===== config.mk =====
export PLATFORM = sky130hd
export DESIGN_NAME = obj_fetcher
export DESIGN_NICKNAME = d
export VERILOG_FILES = /design/src/hdl/obj_pkg.sv /design/src/hdl/obj_fetcher.sv
export VERILOG_INCLUDE_DIRS = /design/src /design/src/hdl
export SDC_FILE = /design/constraint.sdc
export NUM_CORES = 1
export LEC_CHECK = 0
export BUFFER_PORTS_ARGS = -buffer_cell sky130_fd_sc_hd__buf_2
export CAP_MARGIN = 10
export CORE_MARGIN = 1.5
export CORE_UTILIZATION = 48
export DETAILED_ROUTE_END_ITERATION = 10
export PLACE_DENSITY = 0.73
export SLEW_MARGIN = 20
export SYNTH_ARGS = -nofsm -noshare
export SYNTH_HDL_FRONTEND = slang
export SYNTH_SLANG_ARGS = --single-unit

===== constraint.sdc =====
create_clock -name clk -period 2.5 [get_ports clk]
set_input_delay 0.625 -clock clk [delete_from_list [all_inputs] [get_ports clk]]
set_output_delay 0.625 -clock clk [all_outputs]
set_load 0.03 [all_outputs]

===== src/hdl/obj_cfg.svh =====
`ifndef OBJ_CFG_SVH
`define OBJ_CFG_SVH

// Sprite slots per line
`define OBJ_SLOTS 10

// Four bytes per entry, read as two words
`define OAM_ENTRIES 40

// Visible pixels per line
`define LINE_WIDTH 160

// Credits the pixel consumer grants at reset
`define PIX_CREDITS 4

`endif


===== src/hdl/obj_pkg.sv =====
package obj_pkg;

    // What a slot keeps until its X comes up
    typedef struct packed {
        logic [2:0] row;        // pattern row with Y-flip applied
        logic [7:0] tile;
        struct packed {
            logic prio;
            logic yflip;
            logic xflip;
            logic palette;
        } attrs;
    } sprite_data_t;

    // Link between slots, bypass means taken or skipped
    typedef struct packed {
        logic [7:0]   x;
        sprite_data_t data;
        logic         bypass;
    } sprite_bus_t;

    // Even OAM words carry the position and odd words carry tile and attributes
    typedef union packed {
        struct packed {
            logic [7:0] x;
            logic [7:0] y;
        } pos;
        struct packed {
            logic [7:0] attrs;
            logic [7:0] tile;
        } info;
    } oam_word_u;

endpackage


===== src/hdl/obj_fetcher.sv =====
`include "obj_cfg.svh"

module obj_fetcher (
    input  logic                  clk,
    input  logic                  rst,
    input  logic                  line_start,
    input  logic                  scan_done,
    output logic                  busy,
    output logic                  query,
    output logic [7:0]            lx,
    input  logic                  hit,
    input  obj_pkg::sprite_data_t hit_data,
    output logic [11:0]           tile_rd_addr,
    input  logic [7:0]            tile_rd_data,
    output logic                  pix_valid,
    output logic [1:0]            pix_color,
    output logic                  pix_palette,
    output logic                  pix_priority,
    input  logic                  credit_ret,
    output logic                  line_done
);
    import obj_pkg::*;

    localparam int CW = $clog2(`PIX_CREDITS + 1);

    // Fetch sequence
    // The hit cycle itself presents the low address
    localparam logic [1:0] S_RUN  = 2'd0;
    localparam logic [1:0] S_HI   = 2'd1;
    localparam logic [1:0] S_LOAD = 2'd2;

    logic [1:0]    state;
    logic [CW-1:0] credits;
    logic [3:0]    pix_left;
    logic [7:0]    sh_lo;
    logic [7:0]    sh_hi;
    logic [7:0]    lo_buf;
    sprite_data_t  spr;
    logic          drawing;
    logic          empty;
    logic          fetch_go;
    logic          last_pix;

    function automatic logic [7:0] flip8(input logic [7:0] b);
        logic [7:0] r;
        for (int i = 0; i < 8; i++) begin
            r[i] = b[7 - i];
        end
        return r;
    endfunction

    assign drawing   = busy & scan_done;
    assign empty     = (pix_left == 4'd0);
    assign query     = drawing & (state == S_RUN) & empty;
    assign fetch_go  = query & hit;
    assign pix_valid = drawing & (state == S_RUN) & ~fetch_go & (credits != '0);
    assign last_pix  = pix_valid & (lx == 8'(`LINE_WIDTH - 1));

    // Empty shifter is transparent
    assign pix_color    = empty ? 2'b00 : {sh_hi[7], sh_lo[7]};
    assign pix_palette  = ~empty & spr.attrs.palette;
    assign pix_priority = ~empty & spr.attrs.prio;

    always_comb begin
        if (state == S_HI) begin
            tile_rd_addr = {spr.tile, spr.row, 1'b1};
        end else begin
            tile_rd_addr = {hit_data.tile, hit_data.row, 1'b0};
        end
    end

    always_ff @(posedge clk) begin
        if (!rst) begin
            busy      <= 1'b0;
            line_done <= 1'b0;
            state     <= S_RUN;
            lx        <= '0;
            pix_left  <= '0;
        end else begin
            line_done <= last_pix;
            if (line_start && !busy) begin
                busy <= 1'b1;
            end else if (last_pix) begin
                busy <= 1'b0;
            end
            case (state)
                S_RUN: begin
                    if (fetch_go) begin
                        state <= S_HI;
                    end
                end
                S_HI: state <= S_LOAD;
                default: state <= S_RUN;
            endcase
            if (last_pix) begin
                lx <= '0;
            end else if (pix_valid) begin
                lx <= lx + 8'd1;
            end
            // Leftover pixels of a sprite at the right edge are dropped
            if (last_pix) begin
                pix_left <= '0;
            end else if (state == S_LOAD) begin
                pix_left <= 4'd8;
            end else if (pix_valid && !empty) begin
                pix_left <= pix_left - 4'd1;
            end
        end
    end

    always_ff @(posedge clk) begin
        if (fetch_go) begin
            spr <= hit_data;
        end
        if (state == S_HI) begin
            lo_buf <= tile_rd_data;
        end
        if (state == S_LOAD) begin
            sh_lo <= spr.attrs.xflip ? flip8(lo_buf) : lo_buf;
            sh_hi <= spr.attrs.xflip ? flip8(tile_rd_data) : tile_rd_data;
        end else if (pix_valid && !empty) begin
            sh_lo <= {sh_lo[6:0], 1'b0};
            sh_hi <= {sh_hi[6:0], 1'b0};
        end
    end

    // Credits come back from the consumer one per cycle
    always_ff @(posedge clk) begin
        if (!rst) begin
            credits <= CW'(`PIX_CREDITS);
        end else if (credit_ret && !pix_valid) begin
            credits <= credits + 1'b1;
        end else if (!credit_ret && pix_valid) begin
            credits <= credits - 1'b1;
        end
    end

    credit_max: assert property (@(posedge clk) disable iff (!rst)
        credits <= CW'(`PIX_CREDITS));

endmodule


==> impl_metrics.csv <==
group,metric,value,unit
synthesis,synth_cell_types,37,
detailed_routing,drt-wirelength-per-cell,13.3,µm
global_routing,antenna_found_initial,0,
synthesis,yosys.area.top_type_share,44.6,%
sta,min_period_over_period,95.0,%
critical_path,critical_path_required,1.88,ns
sta,skew,0.00598,ns
sta,whs,0.477,ns
critical_path,path_delay_family,"compound AO/OA/AOI/OAI gates",
critical_path,critPathLaunchType,"flip-flop",
run,maxCapViolations,0,
place,port_buffers,55,
floorplan,core,5110,µm²
global_routing,grt_usage,17.3,%
cells_and_area,fillers,414,
floorplan,die_area,5770,µm²
floorplan,start_util,50.0,%
sta,setup_violations,0,
clock_network,clock_path_buffers,2,
sta,hold_viol_final,0,
critical_path,cp_cell_sequence,"inv_1, ha_1, nor3b_2, a211o_4, inv_2, buf_4",
critical_path,end_kind,"output pin",
cells_and_area,fin_area,3150,µm²
floorplan,dieWidth,76.0,µm
sta,slew-limit-headroom,46.1,%
synthesis,ys_seq_area_share,59.5,%
synthesis,synth_fp_nets,236,
sta,drv_slew,0,
sta,max_clock_freq,421,MHz
clock_network,cts.reportedPaths.clkPinSlew,0.06,ns
global_routing,grt_start_max_net_pins,22,
clock_network,root_buffer,"clkbuf_8",
power,p_per_area,667,nW/µm²
synthesis,yosys.area.top_type,"edfxtp_1",
clock_network,h-tree-depth,3,
synthesis,syn_area,2560,µm²
cells_and_area,drive_above_1_share,34.1,%
critical_path,critPathMaxFanout,10,
power,vdd.ir_drop.worst,0.345,mV
synthesis,ys_warn_count,0,
synthesis,avgSynthCellArea,12.6,µm²
cells_and_area,syn_to_final_growth,23.2,%
power,power.total,2.10,mW
place,hpwl,3250,µm
global_routing,grt_pass1_vias,1695,
synthesis,ys_ff_latch,57,
clock_network,cts_sinks,57,
detailed_routing,drtAntennaViolNets,0,
cells_and_area,multiInputGateArea,982,µm²
global_routing,grt_pass1_wl,7800,µm
detailed_routing,dr.pass1.iters,4,
detailed_routing,first_iter_violations,105,
floorplan,pin_count,57,
run_status,status,"finished clean",
clock_network,tritoncts,"built",
floorplan,rows,26,
critical_path,critical-path-max-stage-delay,0.38,ns
clock_network,clk_latency,0.32,ns
critical_path,critPathSlowestCell,"a211o_4",
clock_network,holdBufCountCts,0,
cells_and_area,regArea,1520,µm²
critical_path,crit_buf_inv,3,
sta,layout_setup_ws,0.125,ns
cells_and_area,antenna_cells,0,
synthesis,synth.area.top_cells,"edfxtp_1 (45%), dfxtp_1 (15%), mux2i_1 (7.4%)",
detailed_routing,viasPerCell,5.15,
critical_path,crit_arrival,1.75,ns
sta,grt_setup_unrepaired,"false",
min_path,hold_path.class,"in -> reg",
detailed_routing,vias,1766,
clock_network,numCtsBuffers,9,
floorplan,die_h,76.0,µm
synthesis,synthCells,203,
place,gp_congestion,0.748,
critical_path,path_class,"reg -> out",
place,dp_slack,0.161,ns
detailed_routing,drc,0,
cells_and_area,nNetsFinal,302,
detailed_routing,routed_wl,4570,µm
sta,finalSetupTns,0,ns
critical_path,rrSetupSlack,0.26,ns
global_routing,gr-total-overflow,0,
sta,finalCriticalPeriod,2.38,ns
sta,tightest_slew,0.808,ns
power,p_leak,1.29,nW
place,placed_area,2930,µm²
## cell families after synthesis
group / Yosys count / share of synthesized area (%)
multiplexers: 30 / 12.3
XOR/XNOR: 4 / 1.37
adder cells (fa/ha/maj): 4 / 2.25
flip-flops: 57 / 59.5
AND/OR/NAND/NOR: 64 / 13.9
buffers and inverters: 13 / 2.35
AO/OA/AOI/OAI: 31 / 8.32
## routing by layer
metal	wire [µm]	GRT usage [%]	vias up
li1	-	-	879
met1	2070	22.2	824
met5	0	0	-
met3	248	4.79	9
met2	2150	26.5	54
met4	97	9.63	0
## power breakdown
group	internal, mW	leakage [nW]	switching [mW]
clock network	0.546	0.0989	0.330
logic	0.0773	0.689	0.102
registers	1.03	0.501	0.0180
total	1.65	1.29	0.450
## stage by stage
step                      util [%]  std cells
final                         61.6        343
after global routing          61.6        343
after CTS                     61.3        341
after detailed placement      57.4        326
after global placement        57.4        326
after floorplan                  -        203
## flip-flops by register name, indices dropped and copies added, names as in the netlist
name	count
sh_lo	8
busy	1
line_done	1
lo_buf	8
pix_left	4
state	2
spr	14
sh_hi	8
lx	8
credits	3
## worst paths after layout
check,startpoint,cells after the start,endpoint
worst max-delay path,pix_left[0],6,pix_valid
worst min-delay path,hit_data[1],1,spr[1]
worst max register to register,credits[0],8,credits[2]
worst min register to register,lx[7],2,lx[7]
## layout make-up
class | instances | area share, %
tap | 70 | 2.78
timing repair buffer | 63 | 10.7
inverter | 5 | 0.596
sequential | 57 | 48.4
clock inverter | 5 | 2.27
multi-input combinational | 133 | 31.2
clock buffer | 10 | 4.05
## cell usage after synthesis (all sizes together)
master and n:
a2111oi 1, nand4bb 1, nor2b 4, mux2 11
clkbuf 7, nand3 5, nand2 20, buf 1
a211o 1, ha 3, a311oi 1, edfxtp 38
a211oi 1, mux2i 19, nor3 6, dfxtp 19
a21boi 2, xnor2 3, o21ai 17, inv 5
o31ai 4, or4 3, a21oi 4, nand4 1
xor2 1, and2b 4, nor3b 2, or4b 1
and2 3, or3 3, fa 1, and3 1
nand2b 3, nor2 7
## timing repair
item / CTS / global route
resized for setup: 2 / 1
pin swaps: 0 / 1
setup buffers: 0 / 2
setup endpoints to repair: 1 / 1
## layout by cell type, fill, tap and decap left out, types with 4 or more instances in the layout
master	netlist	final
buf_2	1	54
edfxtp_1	38	38
nand2_1	20	20
mux2i_1	19	19
dfxtp_1	19	18
o21ai_0	17	17
mux2_2	11	11
clkbuf_8	1	9
buf_4	0	9
nor2_1	7	7
nor3_1	6	6
nand3_1	5	5
inv_1	5	4
and2b_1	4	4
a21oi_1	4	4
## worst reg2reg max path, cell delays in order, from the launching register on
cell     delay, ns
dfxtp_1       0.35
nor3_1        0.44
a211o_4       0.23
ha_1          0.20
inv_1         0.06
fa_1          0.37
xor2_1        0.15
or3_1         0.30
nand3_1       0.08
Note: power is estimated with default switching activity, not from simulation.
