==> src/hdl/obj_cfg.svh <==
`ifndef OBJ_CFG_SVH
`define OBJ_CFG_SVH

// Sprite slots per line
`define OBJ_SLOTS 10

// Four bytes per entry, read as two words
`define OAM_ENTRIES 40

// Visible pixels per line
`define LINE_WIDTH 160

// Credits the pixel consumer grants at reset
`define PIX_CREDITS 4

`endif

==> src/hdl/obj_pkg.sv <==
package obj_pkg;

    // What a slot keeps until its X comes up
    typedef struct packed {
        logic [2:0] row;        // pattern row with Y-flip applied
        logic [7:0] tile;
        struct packed {
            logic prio;
            logic yflip;
            logic xflip;
            logic palette;
        } attrs;
    } sprite_data_t;

    // Link between slots, bypass means taken or skipped
    typedef struct packed {
        logic [7:0]   x;
        sprite_data_t data;
        logic         bypass;
    } sprite_bus_t;

    // Even OAM words carry the position and odd words carry tile and attributes
    typedef union packed {
        struct packed {
            logic [7:0] x;
            logic [7:0] y;
        } pos;
        struct packed {
            logic [7:0] attrs;
            logic [7:0] tile;
        } info;
    } oam_word_u;

endpackage

==> src/hdl/sprite_chain.sv <==
`include "obj_cfg.svh"

module sprite_chain (
    input  logic                  clk,
    input  logic                  rst,
    input  logic                  line_start,
    input  logic [7:0]            ly,
    input  logic                  cfg_tall,
    output logic [6:0]            oam_rd_addr,
    input  obj_pkg::oam_word_u    oam_rd_word,
    output logic                  scan_done,
    input  logic                  query,
    input  logic [7:0]            lx,
    output logic                  hit,
    output obj_pkg::sprite_data_t hit_data
);
    import obj_pkg::*;

    localparam logic [6:0] LAST_WORD = 7'(`OAM_ENTRIES * 2 - 1);

    logic        scanning;
    logic        word_valid;
    logic        word_odd;
    logic        start;
    logic        slot_rst;
    logic        load;
    oam_word_u   pos_buf;
    logic [7:0]  dy;
    logic [3:0]  row;
    logic        visible;
    sprite_bus_t bus [0:`OBJ_SLOTS];

    assign start    = line_start & ~scanning & ~word_valid;
    assign slot_rst = rst & ~start;
    assign load     = word_valid & word_odd;

    // One OAM word per cycle, data trails the address by one clock
    always_ff @(posedge clk) begin
        if (!rst) begin
            scanning    <= 1'b0;
            word_valid  <= 1'b0;
            word_odd    <= 1'b0;
            scan_done   <= 1'b0;
            oam_rd_addr <= '0;
        end else begin
            word_valid <= scanning;
            word_odd   <= oam_rd_addr[0];
            if (start) begin
                scanning    <= 1'b1;
                scan_done   <= 1'b0;
                oam_rd_addr <= '0;
            end else if (scanning) begin
                if (oam_rd_addr == LAST_WORD) begin
                    scanning <= 1'b0;
                end else begin
                    oam_rd_addr <= oam_rd_addr + 7'd1;
                end
            end
            // Last tile half has arrived
            if (load && !scanning) begin
                scan_done <= 1'b1;
            end
        end
    end

    always_ff @(posedge clk) begin
        if (word_valid && !word_odd) begin
            pos_buf <= oam_rd_word;
        end
    end

    // Sprite top sits 16 lines above the screen
    assign dy      = ly - (pos_buf.pos.y - 8'd16);
    assign row     = oam_rd_word.info.attrs[6] ? ~dy[3:0] : dy[3:0];
    assign visible = cfg_tall ? (dy[7:4] == 4'd0) : (dy[7:3] == 5'd0);

    always_comb begin
        bus[0] = '0;
        if (load) begin
            bus[0].x          = pos_buf.pos.x;
            bus[0].data.row   = row[2:0];
            bus[0].data.tile  = oam_rd_word.info.tile;
            bus[0].data.attrs = oam_rd_word.info.attrs[7:4];
            bus[0].bypass     = ~visible;
            if (cfg_tall) begin
                bus[0].data.tile[0] = row[3];
            end
        end else begin
            bus[0].x      = lx;
            bus[0].bypass = ~query;
        end
    end

    for (genvar i = 0; i < `OBJ_SLOTS; i++) begin : g_slot
        sprite_slot slot (
            .clk      (clk),
            .rst      (slot_rst),
            .load     (load),
            .prev_in  (bus[i]),
            .next_out (bus[i + 1])
        );
    end

    assign hit      = query & ~load & bus[`OBJ_SLOTS].bypass;
    assign hit_data = bus[`OBJ_SLOTS].data;

    // Fetcher must not query before the slots are settled
    no_hit_in_scan: assert property (@(posedge clk) disable iff (!rst)
        (scanning || word_valid) |-> !hit);

endmodule

==> src/hdl/sprite_slot.sv <==
module sprite_slot (
    input  logic                 clk,
    input  logic                 rst,
    input  logic                 load,
    input  obj_pkg::sprite_bus_t prev_in,
    output obj_pkg::sprite_bus_t next_out
);
    import obj_pkg::*;

    logic         ready;
    logic [7:0]   x;
    sprite_data_t data;
    logic         take;
    logic         chosen;

    // First empty slot claims the entry still on the bus
    assign take = load & ~ready & ~prev_in.bypass;
    // First filled slot with a matching X answers the query
    assign chosen = ~load & ~prev_in.bypass & ready & (x == prev_in.x);

    always_comb begin
        next_out = prev_in;
        if (take) begin
            next_out.bypass = 1'b1;
        end else if (chosen) begin
            next_out.x      = x;
            next_out.data   = data;
            next_out.bypass = 1'b1;
        end
    end

    always_ff @(posedge clk) begin
        if (!rst) begin
            ready <= 1'b0;
        end else if (take) begin
            ready <= 1'b1;
        end else if (chosen) begin
            ready <= 1'b0;  // handed over, slot is free again
        end
    end

    always_ff @(posedge clk) begin
        if (take) begin
            x    <= prev_in.x;
            data <= prev_in.data;
        end
    end

endmodule

==> config.mk <==
export PLATFORM = sky130hd
export DESIGN_NAME = sprite_chain
export DESIGN_NICKNAME = d
export VERILOG_FILES = /design/src/hdl/obj_pkg.sv /design/src/hdl/sprite_chain.sv /design/src/hdl/sprite_slot.sv
export VERILOG_INCLUDE_DIRS = /design/src /design/src/hdl
export SDC_FILE = /design/constraint.sdc
export NUM_CORES = 1
export LEC_CHECK = 0
export BUFFER_PORTS_ARGS = -buffer_cell sky130_fd_sc_hd__buf_2
export CORE_MARGIN = 3
export CORE_UTILIZATION = 60
export DETAILED_ROUTE_END_ITERATION = 8
export PLACE_DENSITY = 0.88
export SETUP_SLACK_MARGIN = 0.1
export SYNTH_ARGS = -nofsm -noshare
export SYNTH_HDL_FRONTEND = slang
export SYNTH_SLANG_ARGS = --single-unit
==> constraint.sdc <==
create_clock -name clk -period 7.2 [get_ports clk]
set_clock_uncertainty 0.05 [all_clocks]
set_input_delay 0.72 -clock clk [delete_from_list [all_inputs] [get_ports clk]]
set_output_delay 0.72 -clock clk [all_outputs]
set_load 0.02 [all_outputs]
==> results.cfg, run 1 <==
[outcome]
run_status = complete, no violations

[pwr]
p_leak_nw = 6.22
design_power_mw = 3.25
pwr_dens_nw_per_um2 = 222
vdd_ir_drop_max_v = 0.000190

[synthesis]
syn-cell-area_um2 = 13300
post_synth_num_cell_types = 78
synth.yosys.warnings = 0
ys_async_sr_fraction = 0
synth_enable_flop_cells = 246
synth_area_leader = edfxtp_1
yosys-top-cells-count = 246 x edfxtp_1, 91 x inv_1, 70 x a21o_1
postSynthCellCount = 1079
primary_flip_flop_cell_chosen_by_synthesis_mapping = edfxtp_1
synth-seq-area-share = 0.586
synth.ff_latch_count = 267
yosysMostFrequentCell = edfxtp_1
synth_top_area_cells = edfxtp_1 55%, xnor2_1 4.0%, a21o_1 3.9%, dfxtp_1 3.2%, xor2_1 2.8%
syn_area_per_cell_um2 = 12.3
synth_top_area_share = 0.555
post_synth_net_total = 1131

[timing]
timing.final.max_slew_violations = 0
max-slew-margin-rel = 0.187
worst_slew_pin_slew_ps = 1210
totalNegativeSetupSlack_ps = 0
grt_setup_unrepaired = false
worst_slack_ps = 915
fin_worst_hold_slack_ps = 308
final.period_utilization = 0.873
fmax_mhz = 159
timing.final.crit_period_ps = 6280
final-setup-viol-count = 0
finalHoldViolCount = 0

[clock_tree]
cts-htree-levels = 1
clkLatencyLatePin_ps = 540
cts.root.buffer_cell = clkbuf_16
tritoncts_clock_tree = yes
clkSinkCount = 267
post_cts_buffers = 0
cts.repair.resized = 0
clockBufferDepth = 3
cts-buffers-inserted = 27
ctsHoldBuffers = 0
clkSlewWorstSetupHoldPaths_ps = 60

[setup_path]
critPathLaunchType = register
timing.rr.start = word_odd
critical_path.endpoint_type = output port
worstPathArrival_ps = 5510
timing.critical_path.fanout_max = 32
ff2ff_setup_slack_ps = 2190
crit_required_ps = 6430
worstSetupPathType = register to output port
worstReg2RegEnd = g_slot[6].slot.data[0]
worst_r2r_path_cells = 9

[global_routing]
grt_usage = 0.248
grt_antenna_before_repair = 0
grt_start_max_net_pins = 33
grt_pass1_wl_mm = 47.7
grt_pass1_vias = 8890
grt_overflow = 0

[worst_hold_path]
worstHoldEndpoint = pos_buf[9]
worst_hold_path.num_cells = 1
hp-class = input port to register
hold_path_startpoint = oam_rd_word[9]

[placement]
worst_slack_at_placement_ps = 1480
placed_cells = 1361
port-buffer-count = 60
placed_cell_areas_um2 = 13800
gp_routability_congestion = 0.920
dp_hpwl_mm = 20.4

[detailed_routing]
drc = 0
drt_wl_total_mm = 29.7
drt_iter0_markers = 973
firstDrtPassIters = 5
detailed_route_wire_length_per_cell_um = 21.0
drt.antenna.violating_nets = 0
route.vias.total = 8901
post_drt_via_cell_ratio = 6.31

[final_layout]
design.final.nets = 1167
final_util = 0.684
antenna_cells_inserted = 0
final_cell_area_um2 = 14600
cell_count_final_fillers_out = 1411
drive_above_1_share = 0.159
area_growth_pct = 9.92

[floorplanning]
die_area_um2 = 24000
placement_rows = 53
fp.dieW_um = 155
ios = 61
initial_utilization = 0.622
floorplan.die.height_um = 155
coreArea_um2 = 21400

[job]
drv.max_cap_violation_count = 0
[power by group]
part | internal [mW] | leakage [nW] | switching [mW] | total [mW]
clock network | 0.789 | 0.428 | 0.580 | 1.37
registers | 1.69 | 2.42 | 0.0107 | 1.70
logic | 0.0675 | 3.37 | 0.116 | 0.184
total | 2.54 | 6.22 | 0.707 | 3.25
[flip-flops by register name, indices dropped and copies added, names as in the netlist]
signal	count
g_slot.slot.data	150
g_slot.slot.ready	10
g_slot.slot.x	80
oam_rd_addr	7
pos_buf	16
scan_done	1
scanning	1
word_odd	1
word_valid	1
[cell type report]
type,instances,area [um2]
flip-flops and latches,267,7810
well taps,275,344
clock inverters,17,138
fillers,1444,6780
clock buffers,33,728
multi-input cells,646,4820
repair buffers,82,465
inverters,91,342
[layout by cell type (no fill, tap or decap), types with 11 or more instances in the layout]
cell type	n
and2_1	25
and3_1	22
edfxtp_1	246
nor3_1	17
nand3_1	11
nand2b_1	18
nand4_1	24
inv_1	91
mux2_2	12
a21o_1	70
o21ai_0	20
xor2_1	42
a211o_1	20
buf_4	22
a22oi_1	14
o21bai_1	14
a21oi_1	15
a221o_1	26
xnor2_1	61
nor2_1	38
nand2_1	38
ha_1	14
buf_2	60
dfxtp_1	21
clkbuf_16	27
[metal layers]
metal  GRT usage  vias to the layer above  wire length [um]
li1            -                     4050                 -
met1       0.340                     4347             12200
met2       0.392                      422             13800
met3      0.0554                       82              2710
met4      0.0925                        0               964
met5           0                        -                 0
[worst max path at each step]
stage          slack [ps]  cells past startpoint      from                     end
3_5_place_dp         1480                     16     ly[1]             hit_data[4]
4_1_cts              1000                     12  word_odd            hit_data[13]
2_1_floorplan        1590                     12     ly[1]  g_slot[6].slot.data[0]
3_3_place_gp         1550                     17     ly[1]            hit_data[12]
5_1_grt               640                     11  word_odd            hit_data[13]
6_report              920                     12  word_odd            hit_data[11]
[kinds of logic (layout without fill, tap and decap cells)]
kind of cell / count (synthesis) / count (layout) / synth area share
AOI/OAI and AO/OA: 240 / 240 / 0.144
xor gates and xnor gates: 103 / 103 / 0.0677
adders and majority gates: 15 / 15 / 0.0147
buffers and inverters: 166 / 223 / 0.0564
DFF: 267 / 267 / 0.586
muxes: 19 / 19 / 0.0154
and+or+nand+nor: 269 / 269 / 0.116
[worst max-delay path, cell delays in order, from the launching register on]
cell,delay [ps]
dfxtp_1,1000
a21boi_2,200
nor2_1,590
buf_4,310
a2111oi_2,110
a31oi_4,430
nand2_2,210
or2_1,400
or4_1,600
a31oi_4,510
a221o_1,300
nand2b_1,130
buf_2,170
Power figures use the tool's default switching activity.
==> run 2: changes to the inputs <==
--- a/config.mk
+++ b/config.mk
@@ -7,7 +7,8 @@
 export NUM_CORES = 1
 export LEC_CHECK = 0
 export BUFFER_PORTS_ARGS = -buffer_cell sky130_fd_sc_hd__buf_2
-export CORE_MARGIN = 3
+export CORE_ASPECT_RATIO = 0.5
+export CORE_MARGIN = 10
 export CORE_UTILIZATION = 60
 export DETAILED_ROUTE_END_ITERATION = 8
 export PLACE_DENSITY = 0.88
==> run 2 against run 1 <==
Net effect: maximum frequency grew 4.8%; global-route usage down 2.3 points; register-to-register slack improved by 210 ps; largest cell class unchanged; power increased by 2.3%; sequential share of layout area is 0.40 points lower; clock-buffer cell count fell by 6; sequential cell count stayed put; clock power is 5% higher.
==> results.cfg, run 2 (same netlist as run 1, synthesis figures left out) <==
[setup_path]
timing.critical_path.fanout_max = 22
critical_path.endpoint_type = output port
ff2ff_setup_slack_ps = 2400
startpoint = word_valid
crit_path_end = hit_data[11]
worstSetupPathType = register to output port
critPathLaunchType = register
timing.rr.start = word_valid
worstPathArrival_ps = 5220
worst_r2r_path_cells = 11
crit_required_ps = 6430
worstReg2RegEnd = g_slot[9].slot.data[11]

[outcome]
run_status = complete, no violations

[final_layout]
final_cell_area_um2 = 14800
design.final.nets = 1171
max_reg_flops = 150
cell_count_final_fillers_out = 1437
max_flop_register = g_slot.slot.data
layout.filler_cells = 1527
antenna_cells_inserted = 0
area_growth_pct = 10.7
final_util = 0.679
drive_above_1_share = 0.165
layout.cells.most_common_list = 246 x edfxtp_1, 91 x inv_1, 70 x a21o_1
layout_top_registers = g_slot.slot.data (150), g_slot.slot.x (80), pos_buf (16)
final_common_cell = edfxtp_1

[global_routing]
grt_overflow = 0
grt_pass1_vias = 8931
grt_antenna_before_repair = 0
grt_usage = 0.225
grt_pass1_wl_mm = 51.4
grt_start_max_net_pins = 33

[detailed_routing]
firstDrtPassIters = 6
post_drt_via_cell_ratio = 6.28
drt_wl_total_mm = 32.7
drt_iter0_markers = 1198
drc = 0
route.vias.total = 9019
drt.antenna.violating_nets = 0
detailed_route_wire_length_per_cell_um = 22.8

[clock_tree]
cts.root.buffer_cell = clkbuf_16
clockBufferDepth = 3
ctsHoldBuffers = 0
tritoncts_clock_tree = yes
clkLatencyLatePin_ps = 540
cts-htree-levels = 1
cts.repair.resized = 0
clkSlewWorstSetupHoldPaths_ps = 70
cts-buffers-inserted = 24
post_cts_buffers = 0
clkSinkCount = 267

[placement]
worst_slack_at_placement_ps = 1210
placed_cells = 1393
placed_cell_areas_um2 = 13900
dp_hpwl_mm = 22.8
port-buffer-count = 60
gp_routability_congestion = 0.944

[pwr]
power.net_switching_mw = 0.710
power.clock.fraction = 0.432
vdd_ir_drop_max_v = 0.000177
p_leak_nw = 6.25
cellInternalPower_mw = 2.61
p_sw_frac = 0.214
power.share.sequential = 0.510
combPwrFrac = 0.058
design_power_mw = 3.32
pwr_dens_nw_per_um2 = 225

[job]
drv.max_cap_violation_count = 0

[timing]
timing.final.crit_period_ps = 5990
timing.final.max_slew_violations = 0
grt_setup_unrepaired = false
final.period_utilization = 0.833
worst_slew_pin_slew_ps = 1240
final-setup-viol-count = 0
fmax_mhz = 167
max-slew-margin-rel = 0.167
finalHoldViolCount = 0
totalNegativeSetupSlack_ps = 0
worst_slack_ps = 1210
fin_worst_hold_slack_ps = 302

[worst_hold_path]
hp-class = input port to register

[floorplanning]
initial_utilization = 0.613
floorplan.die.height_um = 125
fp.dieW_um = 231
placement_rows = 38
ios = 61
coreArea_um2 = 21700
die_area_um2 = 28900
-- run 2: worst min path at each step --
| stage | cells past startpoint | slack (ps) | from | to |
|---|---|---|---|---|
| 2_1_floorplan | 2 | 430 | g_slot[3].slot.ready | g_slot[3].slot.ready |
| 3_3_place_gp | 1 | 400 | scan_done | scan_done |
| 3_5_place_dp | 1 | 410 | scan_done | scan_done |
| 4_1_cts | 1 | 300 | oam_rd_word[10] | pos_buf[10] |
| 5_1_grt | 1 | 300 | oam_rd_word[10] | pos_buf[10] |
| 6_report | 1 | 300 | oam_rd_word[10] | pos_buf[10] |
-- run 2: cell type report --
type                    count  area (um2)  share of cell area
repair buffers             89         518              0.0351
clock inverters            17         245              0.0166
clock buffers              27         643              0.0436
multi-input cells         646        4820               0.327
flip-flops and latches    267        7810               0.529
inverters                  91         342              0.0232
well taps                 300         375              0.0254
-- run 2: worst max-delay path, cell delays in order, from the launching register on --
cell and delay, ps:
dfxtp_1 550, buf_4 350, a21bo_2 430, nand2_2 190, xnor2_1 230, a31oi_4 570, nand2_2 200, or2_1 380
or4_1 590, a31oi_4 550, a221o_1 320, nand2b_1 120, buf_2 160
-- run 2: power by group through the flow --
stage / Sequential, mW / Combinational [mW] / Clock [mW]
after floorplan: 1.72 / 0.133 / 0
after global placement: 1.73 / 0.180 / 0
after detailed placement: 1.73 / 0.187 / 0
after CTS: 1.69 / 0.189 / 1.45
after global routing: 1.69 / 0.209 / 1.51
final: 1.69 / 0.193 / 1.44
-- run 2: metal layers --
metal  track usage  wire length [um]
met1         0.318             13500
met2         0.345             14500
met3        0.0521              3880
met4        0.0527               779
met5             0                 0
